### config.mk
export PLATFORM = sky130hd
export DESIGN_NAME = coef_mem
export DESIGN_NICKNAME = d
export VERILOG_FILES = /design/src/design/rnn_pkg.sv /design/src/design/coef_mem.sv
export VERILOG_INCLUDE_DIRS = /design/src /design/src/design
export SDC_FILE = /design/constraint.sdc
export NUM_CORES = 1
export LEC_CHECK = 0
export BUFFER_PORTS_ARGS = -buffer_cell sky130_fd_sc_hd__clkbuf_2
export CAP_MARGIN = 10
export CORE_ASPECT_RATIO = 0.75
export CORE_MARGIN = 4
export CORE_UTILIZATION = 45
export CTS_BUF_LIST = sky130_fd_sc_hd__clkbuf_4
export CTS_CLUSTER_SIZE = 40
export DETAILED_ROUTE_END_ITERATION = 10
export PLACE_DENSITY = 0.63
export SLEW_MARGIN = 20
export SYNTH_ARGS = -nofsm -noshare
export SYNTH_HDL_FRONTEND = slang
export SYNTH_SLANG_ARGS = --single-unit
### constraint.sdc
create_clock -name clk -period 5.1 [get_ports clk]
set_clock_uncertainty 0.15 [all_clocks]
set_input_delay 1.02 -clock clk [delete_from_list [all_inputs] [get_ports clk]]
set_output_delay 1.02 -clock clk [all_outputs]
set_load 0.02 [all_outputs]
### src/design/rnn_defines.svh
`ifndef RNN_DEFINES_SVH
`define RNN_DEFINES_SVH

// fixed-point format, Q16.16
`define FIXED_W 32
`define FRAC_W 16

// layer shape
`define NB_INPUTS 8
`define NB_NEURONS 4

// weight index is input*NB_NEURONS + neuron
`define W_ADDR_W 5

// tanh table covers |x| < 4.0 in steps of 1/256
`define TANH_ADDR_W 10
`define TANH_FRAC_W 8

`define ONE_Q 32'sd65536
`define HALF_Q 32'sd32768

// weights are stored scaled by 256
`define SCALE_SHIFT 8

`endif

### src/design/rnn_pkg.sv
`include "rnn_defines.svh"

package rnn_pkg;

	typedef logic signed [`FIXED_W-1:0] fixed_t;

	typedef enum logic [1:0] {
		ACT_TANH    = 2'd0,
		ACT_SIGMOID = 2'd1,
		ACT_RELU    = 2'd2
	} act_e;

	// which store a configuration word goes to
	typedef enum logic [1:0] {
		CFG_WEIGHT = 2'd0,
		CFG_BIAS   = 2'd1,
		CFG_TABLE  = 2'd2
	} cfg_sel_e;

	typedef enum logic [2:0] {
		IDLE  = 3'd0,
		LOAD  = 3'd1,
		ACCUM = 3'd2,
		DRAIN = 3'd3
	} eng_state_e;

endpackage

### src/design/coef_mem.sv
`timescale 1ns/1ps
`include "rnn_defines.svh"

module coef_mem
	import rnn_pkg::*;
(
	input  logic                              clk,
	input  logic                              rst,
	input  logic                              cfg_wr_i,
	input  cfg_sel_e                          cfg_sel_i,
	input  logic [`TANH_ADDR_W-1:0]           cfg_addr_i,
	input  fixed_t                            cfg_data_i,
	input  logic [`W_ADDR_W-1:0]              w_addr_i,
	input  logic [$clog2(`NB_NEURONS)-1:0]    b_addr_i,
	output fixed_t                            w_data_o,
	output fixed_t                            b_data_o
);

	fixed_t weight_mem [0:`NB_INPUTS*`NB_NEURONS-1];
	fixed_t bias_mem [0:`NB_NEURONS-1];

	// host writes, only one store per strobe
	always_ff @(posedge clk) begin
		if (cfg_wr_i && cfg_sel_i == CFG_WEIGHT) begin
			weight_mem[cfg_addr_i[`W_ADDR_W-1:0]] <= cfg_data_i;
		end
		if (cfg_wr_i && cfg_sel_i == CFG_BIAS) begin
			bias_mem[cfg_addr_i[$clog2(`NB_NEURONS)-1:0]] <= cfg_data_i;
		end
	end

	// registered read, data one cycle after address
	always_ff @(posedge clk) begin
		if (rst) begin
			w_data_o <= '0;
			b_data_o <= '0;
		end else begin
			w_data_o <= weight_mem[w_addr_i];
			b_data_o <= bias_mem[b_addr_i];
		end
	end

endmodule

==> results.toml <==
[cts]
clockRootBuffer = "clkbuf_4"
cts_sinks = 1216
numCtsBuffers = 302
clock_latency_ns = 1.15
cts_tree = "done"
postCtsResizedCells = 0
post_cts.repair.setup_buffers = 0
clk_path_buf_depth = 4
postCtsHoldBufs = 0
clkTransAtPathRegs_ns = 0.08
htree_levels = 5

[timing]
fin_tns_setup_ns = 0
period_needed_ns = 3.120
max_slew_margin_pct = 26.95
worst_pin_slew_ns = 1.096
hold_viol = 0
final.setup.worst_slack_ns = 1.980
rsz0062_at_grt = "no"
max_clock_freq_ghz = 0.3205
setup_viol = 0
fin_crit_sh_pct = 61.18
slew_violations = 0

[floorplan]
core_area_sq_um = 99600
die_y_um = 283.0
start_util_pct = 45.55
io_pins = 118
fp.dieW_um = 374.6
row_count = 100
die_area_sq_um = 106000

[place]
dp_hpwl_mm = 61.78
portBuffers = 112
pre_cts_ws_ns = 1.278
gp_congestion = 0.7491

[yosys]
yosysSeqAreaShare_pct = 79.08
syn_area_sq_um = 45360
synth_cell_type_count = 30
syn_avg_cell_area_sq_um = 22.94
synth_fp_nets = 2031
synth-seq-cells = 1216
synth_cells = 1977
yosys_warnings = 0

[job]
drv_cap = 0

[final_layout]
final_layout_size_suffix_gt1_share_pct = 36.49
final_cell_mix = "1152 x edfxtp_1, 437 x clkbuf_4, 256 x mux4_2, 128 x mux2i_1, 108 x clkbuf_2"
final_common_cell = "edfxtp_1"
synthToLayoutAreaGrowth_pct = 14.11
layout.nets = 2411

[detailed_routing]
vias_per_cell = 5.815
drt-pass1-iter-count = 5
drc = 0
vias = 22630
drt_iter0_drc = 2611
finalWirelength_mm = 111.4
wl_per_cell_um = 28.62
drt.antenna.violating_nets = 0

[worst_setup_path]
crit_family = "flip-flops"
cpMaxStageDelayCell = "dfxtp_1"
path_class = "reg2out"
end_kind = "primary output"
critical_path_required_ns = 3.93
critPathMaxFanout = 1
start_kind = "flip-flop"
cp_num_buf_inv = 1
cp_cell_sequence = "clkbuf_2"
cpPeakStageDelay_ns = 0.58
worst-endpoint-arrival_ns = 1.95

[global_route]
grt_max_degree = 75
grt_pass1_vias = 23080
antenna_found_initial = 9
grt_pass1_wl_mm = 159.9
overflow = 0
grt_usage_pct = 20.99

[hold_path]
hp-class = "in2reg"

[pwr]
p_total_mw = 19.66
power.density_nw_per_um2 = 379.7
leakage_nw = 16.88
ir_drop_v = 0.0002394

[outcome]
outcome = "completed"
==> state kept, by name (all words and copies together) (netlist names) <==
signal	count
b_data_o	32
w_data_o	32
weight_mem	1024
bias_mem	128
==> metrics by stage <==
step	hold slack [ns]	instance area, sq um	util (%)	cells
after floorplan	0.4880	45360	-	1977
after global placement	0.4977	48100	48.30	3377
after detailed placement	0.5001	48160	48.35	3379
after CTS	0.2473	51740	51.95	3883
after global routing	0.3616	51760	51.97	3888
final	0.4196	51760	51.97	3891
==> cells in the mapped netlist <==
master,instances,area [sq um]
a221o_1,32,320.3
o21ai_0,10,50.05
buf_4,25,187.7
buf_12,2,40.04
edfxtp_1,1152,34590
nor3_1,1,5.000
nor2b_1,34,212.7
buf_8,1,15.01
o2111ai_1,11,96.34
buf_6,17,191.4
mux2i_1,128,1281
buf_1,1,3.750
buf_2,25,125.1
inv_1,1,3.750
a22oi_1,32,240.2
or3b_2,2,17.52
nand3b_1,6,45.04
nand3_1,2,10.01
dfxtp_1,64,1281
mux4_2,256,5766
nor3b_1,3,22.52
or3_1,1,6.260
and2_1,1,6.260
a31oi_1,32,200.2
a221oi_1,21,183.9
o21ai_1,11,55.05
nand2_1,25,93.84
clkbuf_1,41,153.9
nor2_1,39,146.4
nor2b_2,1,8.760
==> kinds of logic (layout without fill, tap and decap cells) <==
kind of cell,Yosys count,after routing,synth area share [%]
simple gates,115,115,1.266
buf+inv,113,693,1.589
flops,1216,1216,79.08
other cells,0,8,0
mux,384,384,15.53
compound gates,149,149,2.527
==> power by group <==
part / switching (mW) / internal, mW / leakage, nW / total [mW]
Clock: 3.64 / 4.01 / 2.16 / 7.65
Sequential: 0.0382 / 11.0 / 10.9 / 11.0
Combinational: 0.612 / 0.349 / 3.83 / 0.961
Total: 4.29 / 15.4 / 16.9 / 19.7
==> layer usage <==
layer	GRT usage [%]	routed length, um	part of all wire [%]
met1	31.21	47080	42
met2	30.57	50700	46
met3	5.048	11060	9.9
met5	0	13	0.012
met4	7.466	2512	2.3
==> final timing paths <==
kind | slack (ns) | depth (start not counted) | endpoint | startpoint
setup / recovery | 1.98 | 1 | w_data_o[17] | w_data_o[17]
hold / removal | 0.42 | 1 | weight_mem[31][16] | cfg_data_i[16]
setup reg to reg | 3.26 | 4 | w_data_o[6] | weight_mem[4][6]
hold reg to reg | 0.50 | 2 | b_data_o[15] | bias_mem[3][15]
==> layout make-up <==
cell class	instances	area [sq um]
fill	7850	47830
sequential	1216	35870
multi-input combinational	648	9060
clock buffer	437	3281
tap	1326	1659
timing repair buffer	188	1559
clock inverter	67	306.5
antenna	8	20.02
inverter	1	5.005
Power figures use the tool's default switching activity.
