[src/design/rnn_defines.svh]
`ifndef RNN_DEFINES_SVH
`define RNN_DEFINES_SVH

// fixed-point format, Q16.16
`define FIXED_W 32
`define FRAC_W 16

// layer shape
`define NB_INPUTS 8
`define NB_NEURONS 4

// weight index is input*NB_NEURONS + neuron
`define W_ADDR_W 5

// tanh table covers |x| < 4.0 in steps of 1/256
`define TANH_ADDR_W 10
`define TANH_FRAC_W 8

`define ONE_Q 32'sd65536
`define HALF_Q 32'sd32768

// weights are stored scaled by 256
`define SCALE_SHIFT 8

`endif

[src/design/rnn_pkg.sv]
`include "rnn_defines.svh"

package rnn_pkg;

	typedef logic signed [`FIXED_W-1:0] fixed_t;

	typedef enum logic [1:0] {
		ACT_TANH    = 2'd0,
		ACT_SIGMOID = 2'd1,
		ACT_RELU    = 2'd2
	} act_e;

	// which store a configuration word goes to
	typedef enum logic [1:0] {
		CFG_WEIGHT = 2'd0,
		CFG_BIAS   = 2'd1,
		CFG_TABLE  = 2'd2
	} cfg_sel_e;

	typedef enum logic [2:0] {
		IDLE  = 3'd0,
		LOAD  = 3'd1,
		ACCUM = 3'd2,
		DRAIN = 3'd3
	} eng_state_e;

endpackage

[src/design/feature_buf.sv]
`timescale 1ns/1ps
`include "rnn_defines.svh"

module feature_buf
	import rnn_pkg::*;
(
	input  logic                             clk,
	input  logic                             rst,
	input  logic                             feat_valid_i,
	output logic                             feat_ready_o,
	input  fixed_t                           feat_data_i,
	input  act_e                             act_i,
	input  logic                             frame_done_i,
	input  logic [$clog2(`NB_INPUTS)-1:0]    feat_idx_i,
	output fixed_t                           feat_o,
	output act_e                             act_o,
	output logic                             frame_full_o
);

	fixed_t feat_mem [0:`NB_INPUTS-1];
	logic [$clog2(`NB_INPUTS):0] wr_cnt;
	logic wr_en;

	assign frame_full_o = (wr_cnt == `NB_INPUTS);
	// frame is held until the engine has delivered every output
	assign feat_ready_o = !frame_full_o;
	assign wr_en = feat_valid_i && feat_ready_o;

	always_ff @(posedge clk) begin
		if (rst) begin
			wr_cnt <= '0;
			act_o <= ACT_TANH;
		end else if (frame_done_i) begin
			wr_cnt <= '0;
		end else if (wr_en) begin
			wr_cnt <= wr_cnt + 1'b1;
			// opcode rides with the first feature
			if (wr_cnt == '0) begin
				act_o <= act_i;
			end
		end
	end

	always_ff @(posedge clk) begin
		if (wr_en) begin
			feat_mem[wr_cnt[$clog2(`NB_INPUTS)-1:0]] <= feat_data_i;
		end
	end

	assign feat_o = feat_mem[feat_idx_i];

endmodule

[config.mk]
export PLATFORM = sky130hd
export DESIGN_NAME = feature_buf
export DESIGN_NICKNAME = d
export VERILOG_FILES = /design/src/design/rnn_pkg.sv /design/src/design/feature_buf.sv
export VERILOG_INCLUDE_DIRS = /design/src /design/src/design
export SDC_FILE = /design/constraint.sdc
export NUM_CORES = 1
export LEC_CHECK = 0
export BUFFER_PORTS_ARGS = -buffer_cell sky130_fd_sc_hd__buf_2
export CORE_MARGIN = 5
export CORE_UTILIZATION = 55
export CTS_BUF_LIST = sky130_fd_sc_hd__clkbuf_16
export CTS_CLUSTER_SIZE = 14
export DETAILED_ROUTE_END_ITERATION = 8
export PLACE_DENSITY_LB_ADDON = 0.08
export SKIP_LAST_GASP = 1
export SLEW_MARGIN = 20
export SYNTH_ARGS = -nofsm -noshare
export SYNTH_HDL_FRONTEND = slang
export SYNTH_SLANG_ARGS = --single-unit
[constraint.sdc]
create_clock -name clk -period 11.55 [get_ports clk]
set_input_delay 0.5775 -clock clk [delete_from_list [all_inputs] [get_ports clk]]
set_output_delay 0.5775 -clock clk [all_outputs]
set_load 0.01 [all_outputs]
==> qor.csv <==
stage;metric;value;unit
run_status;status;completed;
critical_path;cp.required;10970;ps
routing;drtIter0Drc;219;
clocking;clockBufferDepth;3;
clocking;path_clk_slew;60;ps
yosys;synth-seq-area-share;77.22;%
layout;nets;558;
layout;multi_input_area;2221;µm²
power;total_power;1.986;mW
clocking;cts_root_buffer;clkbuf_16;
die;dieArea;21200;µm²
yosys;syn_area_per_cell;24.19;µm²
yosys;synth_async_sr_flop_share;0;%
yosys;ys_types;23;
routing;wirelength;17.83;mm
layout;final_layout_size_suffix_gt1_share;35.58;%
routing;wire_per_inst;23.37;µm
clocking;cts_num_sinks;262;
hold_path;hold_path_class;input port to flop;
yosys;syn-num-nets;461;
yosys;synth_edf_count;256;
routing;ant_nets;0;
sta;finalCritPeriodShare;29.08;%
die;rows;49;
yosys;synth_cells;418;
global_route;grt_overflow_total;0;
clocking;clock_latency;510;ps
placement;portBuffers;76;
sta;finClkSkew;4.756;ps
sta;fin_crit;3359;ps
sta;final.setup.tns;0;ps
clocking;cts_resized;0;
critical_path;critical_path_class;input port to output pin;
placement;post-dp-hpwl;9.712;mm
routing;firstDrtPassIters;5;
yosys;netlist_area;10110;µm²
placement;gp_congestion;0.7105;
layout;ff_latch_area;7807;µm²
global_route;grt_use_total;16.78;%
die;start_util;56.09;%
critical_path;crit_fanout;36;
sta;relSlewSlack;35.13;%
layout;antenna_cells;0;
sta;finalSetupViolCount;0;
global_route;grt_first_pass_wirelength;27.56;mm
yosys;ys_ff_latch;262;
clocking;cts_setup_buffers;0;
sta;fin_ws;8191;ps
sta;final_max_slew_viol_count;0;
clocking;cts_tree;yes;
layout;fin_cells;763;
sta;hold_viol;0;
yosys;synth_ff_type;edfxtp_1;
critical_path;critPathCaptureType;output pin;
routing;drt-vias-per-instance;5.792;
clocking;htree_levels;1;
critical_path;arrival;2780;ps
global_route;grt_max_degree;65;
global_route;antenna_found_initial;0;
yosys;synthTopCellsByCount;edfxtp_1 (256), mux4_1 (37), mux2_2 (32);
routing;vias;4419;
routing;drc;0;
critical_path;worst_setup_path_start_kind;input port;
global_route;grt_pass1_vias;4813;
yosys;netlist.area_leader.share;76.03;%
power;ir_drop;0.0001332;V
clocking;cts_hold_buf;0;
sta;tightest_slew;973.0;ps
die;die_x;145.6;µm
placement;dp_slack;8142;ps
placement;place_inst;716;
sta;fmax;297.7;MHz
placement;dpl_cell_area;10800;µm²
yosys;synth_top_area_cell;edfxtp_1;
power;p_per_area;170.4;nW/µm²
die;core;18020;µm²
yosys;yosysMostFrequentCell;edfxtp_1;
power;p_leak;3.958;nW
layout;fillers;1208;
run;max_cap_violations;0;
sta;rsz0062_at_grt;false;
clocking;cts_buffers;26;
yosys;synth.area.top_cells;edfxtp_1 (76%), mux4_1 (9.6%), mux4_2 (6.0%);
die;ios;77;
die;die_h;145.6;µm
layout;syn2layout_area_growth;15.29;%
layout;final_area;11660;µm²
yosys;yosysWarningCount;0;
## per-stage QoR
| step | utilization [%] | hold slack, ps |
|---|---|---|
| 2_1_floorplan | - | 484.4 |
| 6_report | 64.67 | 326.1 |
| 5_1_grt | 64.67 | 320.5 |
| 3_3_place_gp | 59.89 | 458.5 |
| 3_5_place_dp | 59.89 | 483.3 |
| 4_1_cts | 64.67 | 309.4 |
## flip-flops by register name (all words and copies together) (netlist names)
signal / cells
act_o: 2
wr_cnt: 4
feat_mem: 256
## metal layers
| metal | vias up | track usage (%) | wire, µm |
|---|---|---|---|
| met2 | 103 | 27.95 | 8938 |
| met5 | - | 0 | 0 |
| met3 | 24 | 2.959 | 907 |
| met4 | 0 | 3.871 | 263 |
| li1 | 2003 | - | - |
| met1 | 2289 | 23.61 | 7725 |
## placed cells by master (no fill, tap or decap), types with 5 or more instances in the layout
master,count
edfxtp_1,256
buf_2,75
mux4_1,37
mux2_2,32
mux4_2,27
clkbuf_16,27
buf_4,12
inv_1,8
clkinv_1,7
nand2_1,6
nor2_4,6
dfxtp_1,6
nand2b_1,5
clkinv_2,5
## path summary, 6_finish.rpt
| path | endpoint | from | cells past startpoint | slack, ps |
|---|---|---|---|---|
| max | feat_o[8] | feat_idx_i[1] | 5 | 8190 |
| min | act_o[1]$_SDFFE_PP0P_ | act_i[1] | 3 | 330 |
| max reg2reg | feat_mem[2][1]$_DFFE_PP_ | wr_cnt[0]$_SDFFE_PP0P_ | 5 | 9060 |
| min reg2reg | act_o[1]$_SDFFE_PP0P_ | act_o[1]$_SDFFE_PP0P_ | 2 | 490 |
## kinds of logic (layout without fill, tap and decap cells)
| family | count (synthesis) | after routing | synth area share, % |
|---|---|---|---|
| AOI/OAI and AO/OA | 8 | 8 | 0.5321 |
| adders and majority gates | 2 | 2 | 0.2475 |
| buffers and inverters | 22 | 138 | 1.361 |
| DFF | 262 | 262 | 77.22 |
| muxes | 98 | 98 | 19.39 |
| and+or+nand+nor | 26 | 26 | 1.250 |
## worst max-delay path: stages
cell	delay (ps)
buf_4	420
buf_4	640
mux4_1	650
mux2_2	280
buf_2	140
## cell type report
type / count / area share [%]
Clock inverter: 20 / 1.599
Timing Repair Buffer: 87 / 3.993
Inverter: 4 / 0.1288
Multi-Input combinational cell: 134 / 19.05
Sequential cell: 262 / 66.97
Clock buffer: 27 / 5.796
Tap cell: 229 / 2.458
## where the power goes
part | switching (mW) | leakage (nW) | internal [mW]
Sequential | 0.00271 | 2.37 | 1.06
Clock | 0.325 | 0.441 | 0.509
Combinational | 0.0499 | 1.14 | 0.0449
No activity file was read; power rests on OpenSTA's default activity.
