<file path="src/design/rnn_defines.svh">
`ifndef RNN_DEFINES_SVH
`define RNN_DEFINES_SVH

// fixed-point format, Q16.16
`define FIXED_W 32
`define FRAC_W 16

// layer shape
`define NB_INPUTS 8
`define NB_NEURONS 4

// weight index is input*NB_NEURONS + neuron
`define W_ADDR_W 5

// tanh table covers |x| < 4.0 in steps of 1/256
`define TANH_ADDR_W 10
`define TANH_FRAC_W 8

`define ONE_Q 32'sd65536
`define HALF_Q 32'sd32768

// weights are stored scaled by 256
`define SCALE_SHIFT 8

`endif

</file>
<file path="src/design/rnn_pkg.sv">
`include "rnn_defines.svh"

package rnn_pkg;

	typedef logic signed [`FIXED_W-1:0] fixed_t;

	typedef enum logic [1:0] {
		ACT_TANH    = 2'd0,
		ACT_SIGMOID = 2'd1,
		ACT_RELU    = 2'd2
	} act_e;

	// which store a configuration word goes to
	typedef enum logic [1:0] {
		CFG_WEIGHT = 2'd0,
		CFG_BIAS   = 2'd1,
		CFG_TABLE  = 2'd2
	} cfg_sel_e;

	typedef enum logic [2:0] {
		IDLE  = 3'd0,
		LOAD  = 3'd1,
		ACCUM = 3'd2,
		DRAIN = 3'd3
	} eng_state_e;

endpackage

</file>
<file path="src/design/dense_engine.sv">
`timescale 1ns/1ps
`include "rnn_defines.svh"

module dense_engine
	import rnn_pkg::*;
(
	input  logic                             clk,
	input  logic                             rst,
	input  logic                             cfg_valid_i,
	output logic                             cfg_ready_o,
	output logic                             cfg_wr_o,
	input  logic                             frame_full_i,
	output logic                             frame_done_o,
	output logic [$clog2(`NB_INPUTS)-1:0]    feat_idx_o,
	input  fixed_t                           feat_i,
	input  act_e                             act_i,
	output logic [`W_ADDR_W-1:0]             w_addr_o,
	output logic [$clog2(`NB_NEURONS)-1:0]   b_addr_o,
	input  fixed_t                           w_data_i,
	input  fixed_t                           b_data_i,
	output logic                             act_en_o,
	output logic                             act_valid_o,
	output fixed_t                           act_data_o,
	output act_e                             act_sel_o,
	input  logic                             res_valid_i,
	input  fixed_t                           res_data_i,
	output logic                             out_valid_o,
	input  logic                             out_ready_i,
	output fixed_t                           out_data_o
);

	eng_state_e state;
	eng_state_e state_d;
	logic [$clog2(`NB_NEURONS)-1:0] neuron;
	logic [$clog2(`NB_NEURONS)-1:0] neuron_d;
	logic [$clog2(`NB_INPUTS)-1:0] idx;
	logic [$clog2(`NB_INPUTS)-1:0] idx_d;
	logic [$clog2(`NB_NEURONS)-1:0] out_cnt;
	logic issue_pend;
	logic issue;
	logic out_fire;
	logic last_in;
	logic last_neuron;

	fixed_t acc;
	logic signed [2*`FIXED_W-1:0] prod;
	fixed_t prod_q;

	// coefficients only change while no frame is being worked on
	assign cfg_ready_o = (state == IDLE) && !frame_full_i;
	assign cfg_wr_o = cfg_valid_i && cfg_ready_o;

	assign last_in = (int'(idx) == `NB_INPUTS - 1);
	assign last_neuron = (int'(neuron) == `NB_NEURONS - 1);

	// output stage is free, so the whole activation pipe may advance
	assign act_en_o = !out_valid_o || out_ready_i;
	assign act_valid_o = (state == DRAIN) && issue_pend;
	assign issue = act_valid_o && act_en_o;
	assign act_data_o = acc >>> `SCALE_SHIFT;
	assign act_sel_o = act_i;

	assign out_fire = out_valid_o && out_ready_i;
	assign frame_done_o = out_fire && (int'(out_cnt) == `NB_NEURONS - 1);

	always_comb begin
		state_d = state;
		neuron_d = neuron;
		idx_d = idx;
		case (state)
			IDLE: begin
				if (frame_full_i) begin
					state_d = LOAD;
				end
			end
			LOAD: begin
				state_d = ACCUM;
			end
			ACCUM: begin
				if (last_in) begin
					state_d = DRAIN;
				end else begin
					idx_d = idx + 1'b1;
				end
			end
			DRAIN: begin
				if (issue && !last_neuron) begin
					neuron_d = neuron + 1'b1;
					idx_d = '0;
					state_d = LOAD;
				end else if (frame_done_o) begin
					neuron_d = '0;
					idx_d = '0;
					state_d = IDLE;
				end
			end
			default: begin
				state_d = IDLE;
			end
		endcase
	end

	// addresses follow next-cycle counters so read data lines up
	assign w_addr_o = {idx_d, neuron_d};
	assign b_addr_o = neuron_d;
	assign feat_idx_o = idx;

	always_ff @(posedge clk) begin
		if (rst) begin
			state <= IDLE;
			neuron <= '0;
			idx <= '0;
			issue_pend <= 1'b0;
			out_valid_o <= 1'b0;
			out_cnt <= '0;
		end else begin
			state <= state_d;
			neuron <= neuron_d;
			idx <= idx_d;
			if (state == ACCUM && last_in) begin
				issue_pend <= 1'b1;
			end else if (issue) begin
				issue_pend <= 1'b0;
			end
			if (act_en_o) begin
				out_valid_o <= res_valid_i;
			end
			if (frame_done_o) begin
				out_cnt <= '0;
			end else if (out_fire) begin
				out_cnt <= out_cnt + 1'b1;
			end
		end
	end

	// Q16.16 product, keep the middle 32 bits
	assign prod = w_data_i * feat_i;
	assign prod_q = prod[`FRAC_W +: `FIXED_W];

	always_ff @(posedge clk) begin
		if (state == LOAD) begin
			acc <= b_data_i;
		end else if (state == ACCUM) begin
			acc <= acc + prod_q;
		end
		if (act_en_o && res_valid_i) begin
			out_data_o <= res_data_i;
		end
	end

endmodule

</file>
<file path="config.mk">
export PLATFORM = sky130hd
export DESIGN_NAME = dense_engine
export DESIGN_NICKNAME = d
export VERILOG_FILES = /design/src/design/rnn_pkg.sv /design/src/design/dense_engine.sv
export VERILOG_INCLUDE_DIRS = /design/src /design/src/design
export SDC_FILE = /design/constraint.sdc
export NUM_CORES = 2
export LEC_CHECK = 0
export ABC_CLOCK_PERIOD_IN_PS = 20200
export BUFFER_PORTS_ARGS = -buffer_cell sky130_fd_sc_hd__buf_4
export CORE_MARGIN = 2
export CORE_UTILIZATION = 60
export DETAILED_ROUTE_END_ITERATION = 10
export PLACE_DENSITY_LB_ADDON = 0.05
export SYNTH_ARGS = -nofsm -noshare
export SYNTH_HDL_FRONTEND = slang
export SYNTH_SLANG_ARGS = --single-unit
export TNS_END_PERCENT = 10
</file>
<file path="constraint.sdc">
create_clock -name clk -period 20.2 [get_ports clk]
set_clock_uncertainty 0.2 [all_clocks]
set_input_delay 1.01 -clock clk [delete_from_list [all_inputs] [get_ports clk]]
set_output_delay 1.01 -clock clk [all_outputs]
set_load 0.005 [all_outputs]
</file>
==> impl_results.md <==
* Clk_lat worst skew at 350 ps
* Initial antenna violation count at 1
* Slew Limit Headroom at between 50% and 60%
* Row count at 86
* DIE HEIGHT at about 240 µm
* Worst min path class: reg2reg
* Most Frequent Cell on Critical Path: fa_1
* Async SR Flop Fraction at 0%
* Synth Flop Type: edfxtp_1
* Antenna-violating nets left at 0
* Global-route met1 utilization at a little under half
* H-Tree Depth at 3
* First-pass iteration count of the detailed router at 5
* Number of synthesized flops with an enable pin at 64
* RSZ-0062 raised after global routing: no
* Register bit count reported by yosys at 75
* Placed Area at roughly 35000 µm²
* Combined flip-flop and latch cell area at 2140 µm²
* CTS buffer count at 9
* Global route overflow at 0
* PostCTS Resize Cnt at 0
* Largest family of logic cells by synthesized area: adder cells
* Syn_nets at 4741
* Status: finished clean
* Seq/Total Area, Yosys at between 6 and 7%
* Postcts setup bufs at 0
* Most Crowded Layer GR: met2
* Synth Warn # at 0
* Final-layout fill cell count at ~4600
* Unique masters post-synth at between 60 and 70
* Worst Path Class, Setup: in2reg
* Fraction of layout cells with a size suffix above 1 at just under 7%
* Max-cap violations at 0
* Clock Root Buffer: clkbuf_16
* Hold_sp: issue_pend
* Reg-to-reg slack, setup at approximately 17000 ps
* Core Region at ~55000 µm²
* Clk slew on worst S/H paths at roughly 60 ps
* Pin count of the biggest net entering global routing at 64
* CP Data Arrival Time at ~11000 ps
* WHS Endpoint: issue_pend
* CTS tree: done
* R2R Path End: acc[30]
* Buffers on Ports at ~210
* Final hold vios at 0
* Number of global-route vias before repair at ~26000
* Most common cell after layout, fill and taps aside: fa_1
* DRT iter0 DRCs at ~1800
* Drt drc at 0
* Slowest stage cell on the critical path: fa_1
* Hold path cells at 2
* Post-synthesis mux area share at less than 1%
* # IOs at about 220
* Via count at around 24000
* Slew Limit Fails at 0
* Startpoint types: primary input
* FF-to-FF Start: acc[0]
* XOR/XNOR Fraction of Synth Area at 2.54%
* Max Root-Sink Buffers at 2
* WL/cell at between 15 and 20 µm
* Grt met3 use at roughly 4.7%
* Slew @ Worst Pin at 711 ps
* Met2 GRT Util at 51.8%
* Nets@finish at between 4000 and 5000
* Mapped Area at ~33000 µm²
* Peak Freq at slightly above 90 MHz
* CTS Hold Buffers Added at 0
* Initial core utilization at between 60% and 70%
* Clk sinks at 75
* Total wire length at between 80 and 90 mm
* Multi-input logic area at around 27000 µm²
* Inst Count DP at ~4300
* Critical Path Fanout Max at 31
* Fin crit share at a little over half
* Gate Count Post-Synth at about 3600
* Most frequent cells in the layout: 839 x fa_1, 815 x inv_1, 504 x and2_1
* Drt via density at roughly 5.5
* Reg2reg path depth at 10
* Final core occ at approximately 64%
* Min Tclk post-route at between 10000 and 15000 ps
* Crit-path max cell delay at approximately 620 ps
* CP required at approximately 20000 ps
* Crit end category: flip-flop
* Layout area overhead at 5.88%
* Setup TNS at 0 ps
* Post-Layout Cell Count at around 4300
* Synth Area in Simple Gates at between 10% and 20%
* Compound-Gate Fraction of Synth Area at 4.26%
* Global-route wire length before repair at between 100 and 150 mm
* Die Footprint at ~58000 µm²
* Avg Cell Area, Syn at about 9.4 µm²
* Final setup vio count at 0
* Synth Area in Adders at just under 60%
* Gpl congestion at 0.927
* Global-route usage over all layers at about a third
* Post-detail-place hpwl at about 73 mm
* Die Wd at between 200 and 250 µm
* Fin area at between 30000 and 40000 µm²
routing by layer:
metal / wire length [µm] / up-vias
li1: - / 10369
met1: 35800 / 12290
met2: 41000 / 923
met3: 6790 / 143
met4: 2260 / 0
met5: 0 / -
cell families after synthesis:
| logic type | after synthesis |
|---|---|
| AND/OR/NAND/NOR | 1094 |
| adder cells (fa/ha/maj) | 1045 |
| buffers and inverters | 1026 |
| AO/OA/AOI/OAI | 224 |
| XOR/XNOR | 91 |
| flip-flops | 75 |
| multiplexers | 5 |
worst max-delay path by stage:
stage,startpoint,depth (start not counted),end
finish,feat_i[17],33,acc[31]
global route,feat_i[15],30,acc[31]
CTS,w_data_i[7],30,acc[31]
detailed placement,w_data_i[7],30,acc[31]
global placement,feat_i[17],33,acc[31]
floorplan,w_data_i[20],32,acc[31]
worst max-delay path, delay by kind of cell:
family / cells / cell delay, ps
AND/OR/NAND/NOR: 6 / 1250
AO/OA/AOI/OAI: 11 / 2910
adder cells (fa/ha/maj): 10 / 4810
buffers and inverters: 5 / 470
XOR/XNOR: 1 / 180
final cells by class:
cell class | instances | share of cell area [%]
multi-input combinational | 2459 | 77.1
inverter | 815 | 8.65
sequential | 75 | 6.06
timing repair buffer | 216 | 4.58
tap | 748 | 2.65
clock buffer | 11 | 0.686
clock inverter | 5 | 0.244
antenna | 1 | 0.00707
Yosys cell counts, types with 3 or more instances:
| cell type | instances | area [µm²] |
|---|---|---|
| inv_1 | 815 | 3060 |
| nor2b_1 | 22 | 138 |
| xor2_1 | 27 | 236 |
| and2_1 | 504 | 3150 |
| a211oi_1 | 8 | 60.1 |
| dfxtp_1 | 11 | 220 |
| mux2_2 | 4 | 45.0 |
| nand2_1 | 458 | 1720 |
| nand2b_1 | 11 | 68.8 |
| nor4_1 | 3 | 18.8 |
| a31oi_1 | 9 | 56.3 |
| clkbuf_1 | 174 | 653 |
| and3_1 | 9 | 56.3 |
| a221oi_1 | 3 | 26.3 |
| nand4_1 | 9 | 56.3 |
| edfxtp_1 | 64 | 1920 |
| fa_1 | 839 | 16800 |
| a21o_1 | 21 | 158 |
| or3_1 | 5 | 31.3 |
| nor3_1 | 12 | 60.1 |
| nor2_1 | 38 | 143 |
| o211ai_1 | 6 | 45.0 |
| ha_1 | 206 | 2580 |
| buf_4 | 36 | 270 |
| nand3_1 | 14 | 70.1 |
| a21boi_0 | 8 | 60.1 |
| xnor2_1 | 60 | 526 |
| nor3b_1 | 4 | 30.0 |
| o31ai_1 | 7 | 52.6 |
| o31a_1 | 4 | 35.0 |
| o21ai_0 | 64 | 320 |
| a21oi_1 | 53 | 265 |
| o21a_1 | 10 | 75.1 |
| o21bai_1 | 9 | 67.6 |
stage by stage:
stage / setup slack, ps / hold slack, ps
2_1_floorplan: 10120 / 253
3_3_place_gp: 9180 / 271
3_5_place_dp: 9170 / 282
4_1_cts: 9490 / 295
5_1_grt: 8950 / 360
6_report: 9430 / 303
flip-flops by register name (all words and copies together), names as in the netlist:
| signal | cells |
|---|---|
| out_valid_o | 1 |
| out_data_o | 32 |
| state | 2 |
| neuron | 2 |
| acc | 32 |
| issue_pend | 1 |
| feat_idx_o | 3 |
| out_cnt | 2 |
Power is left out: the tool's default activity adds up to more than one toggle a clock period on the data nets, which glitch-free logic cannot reach.
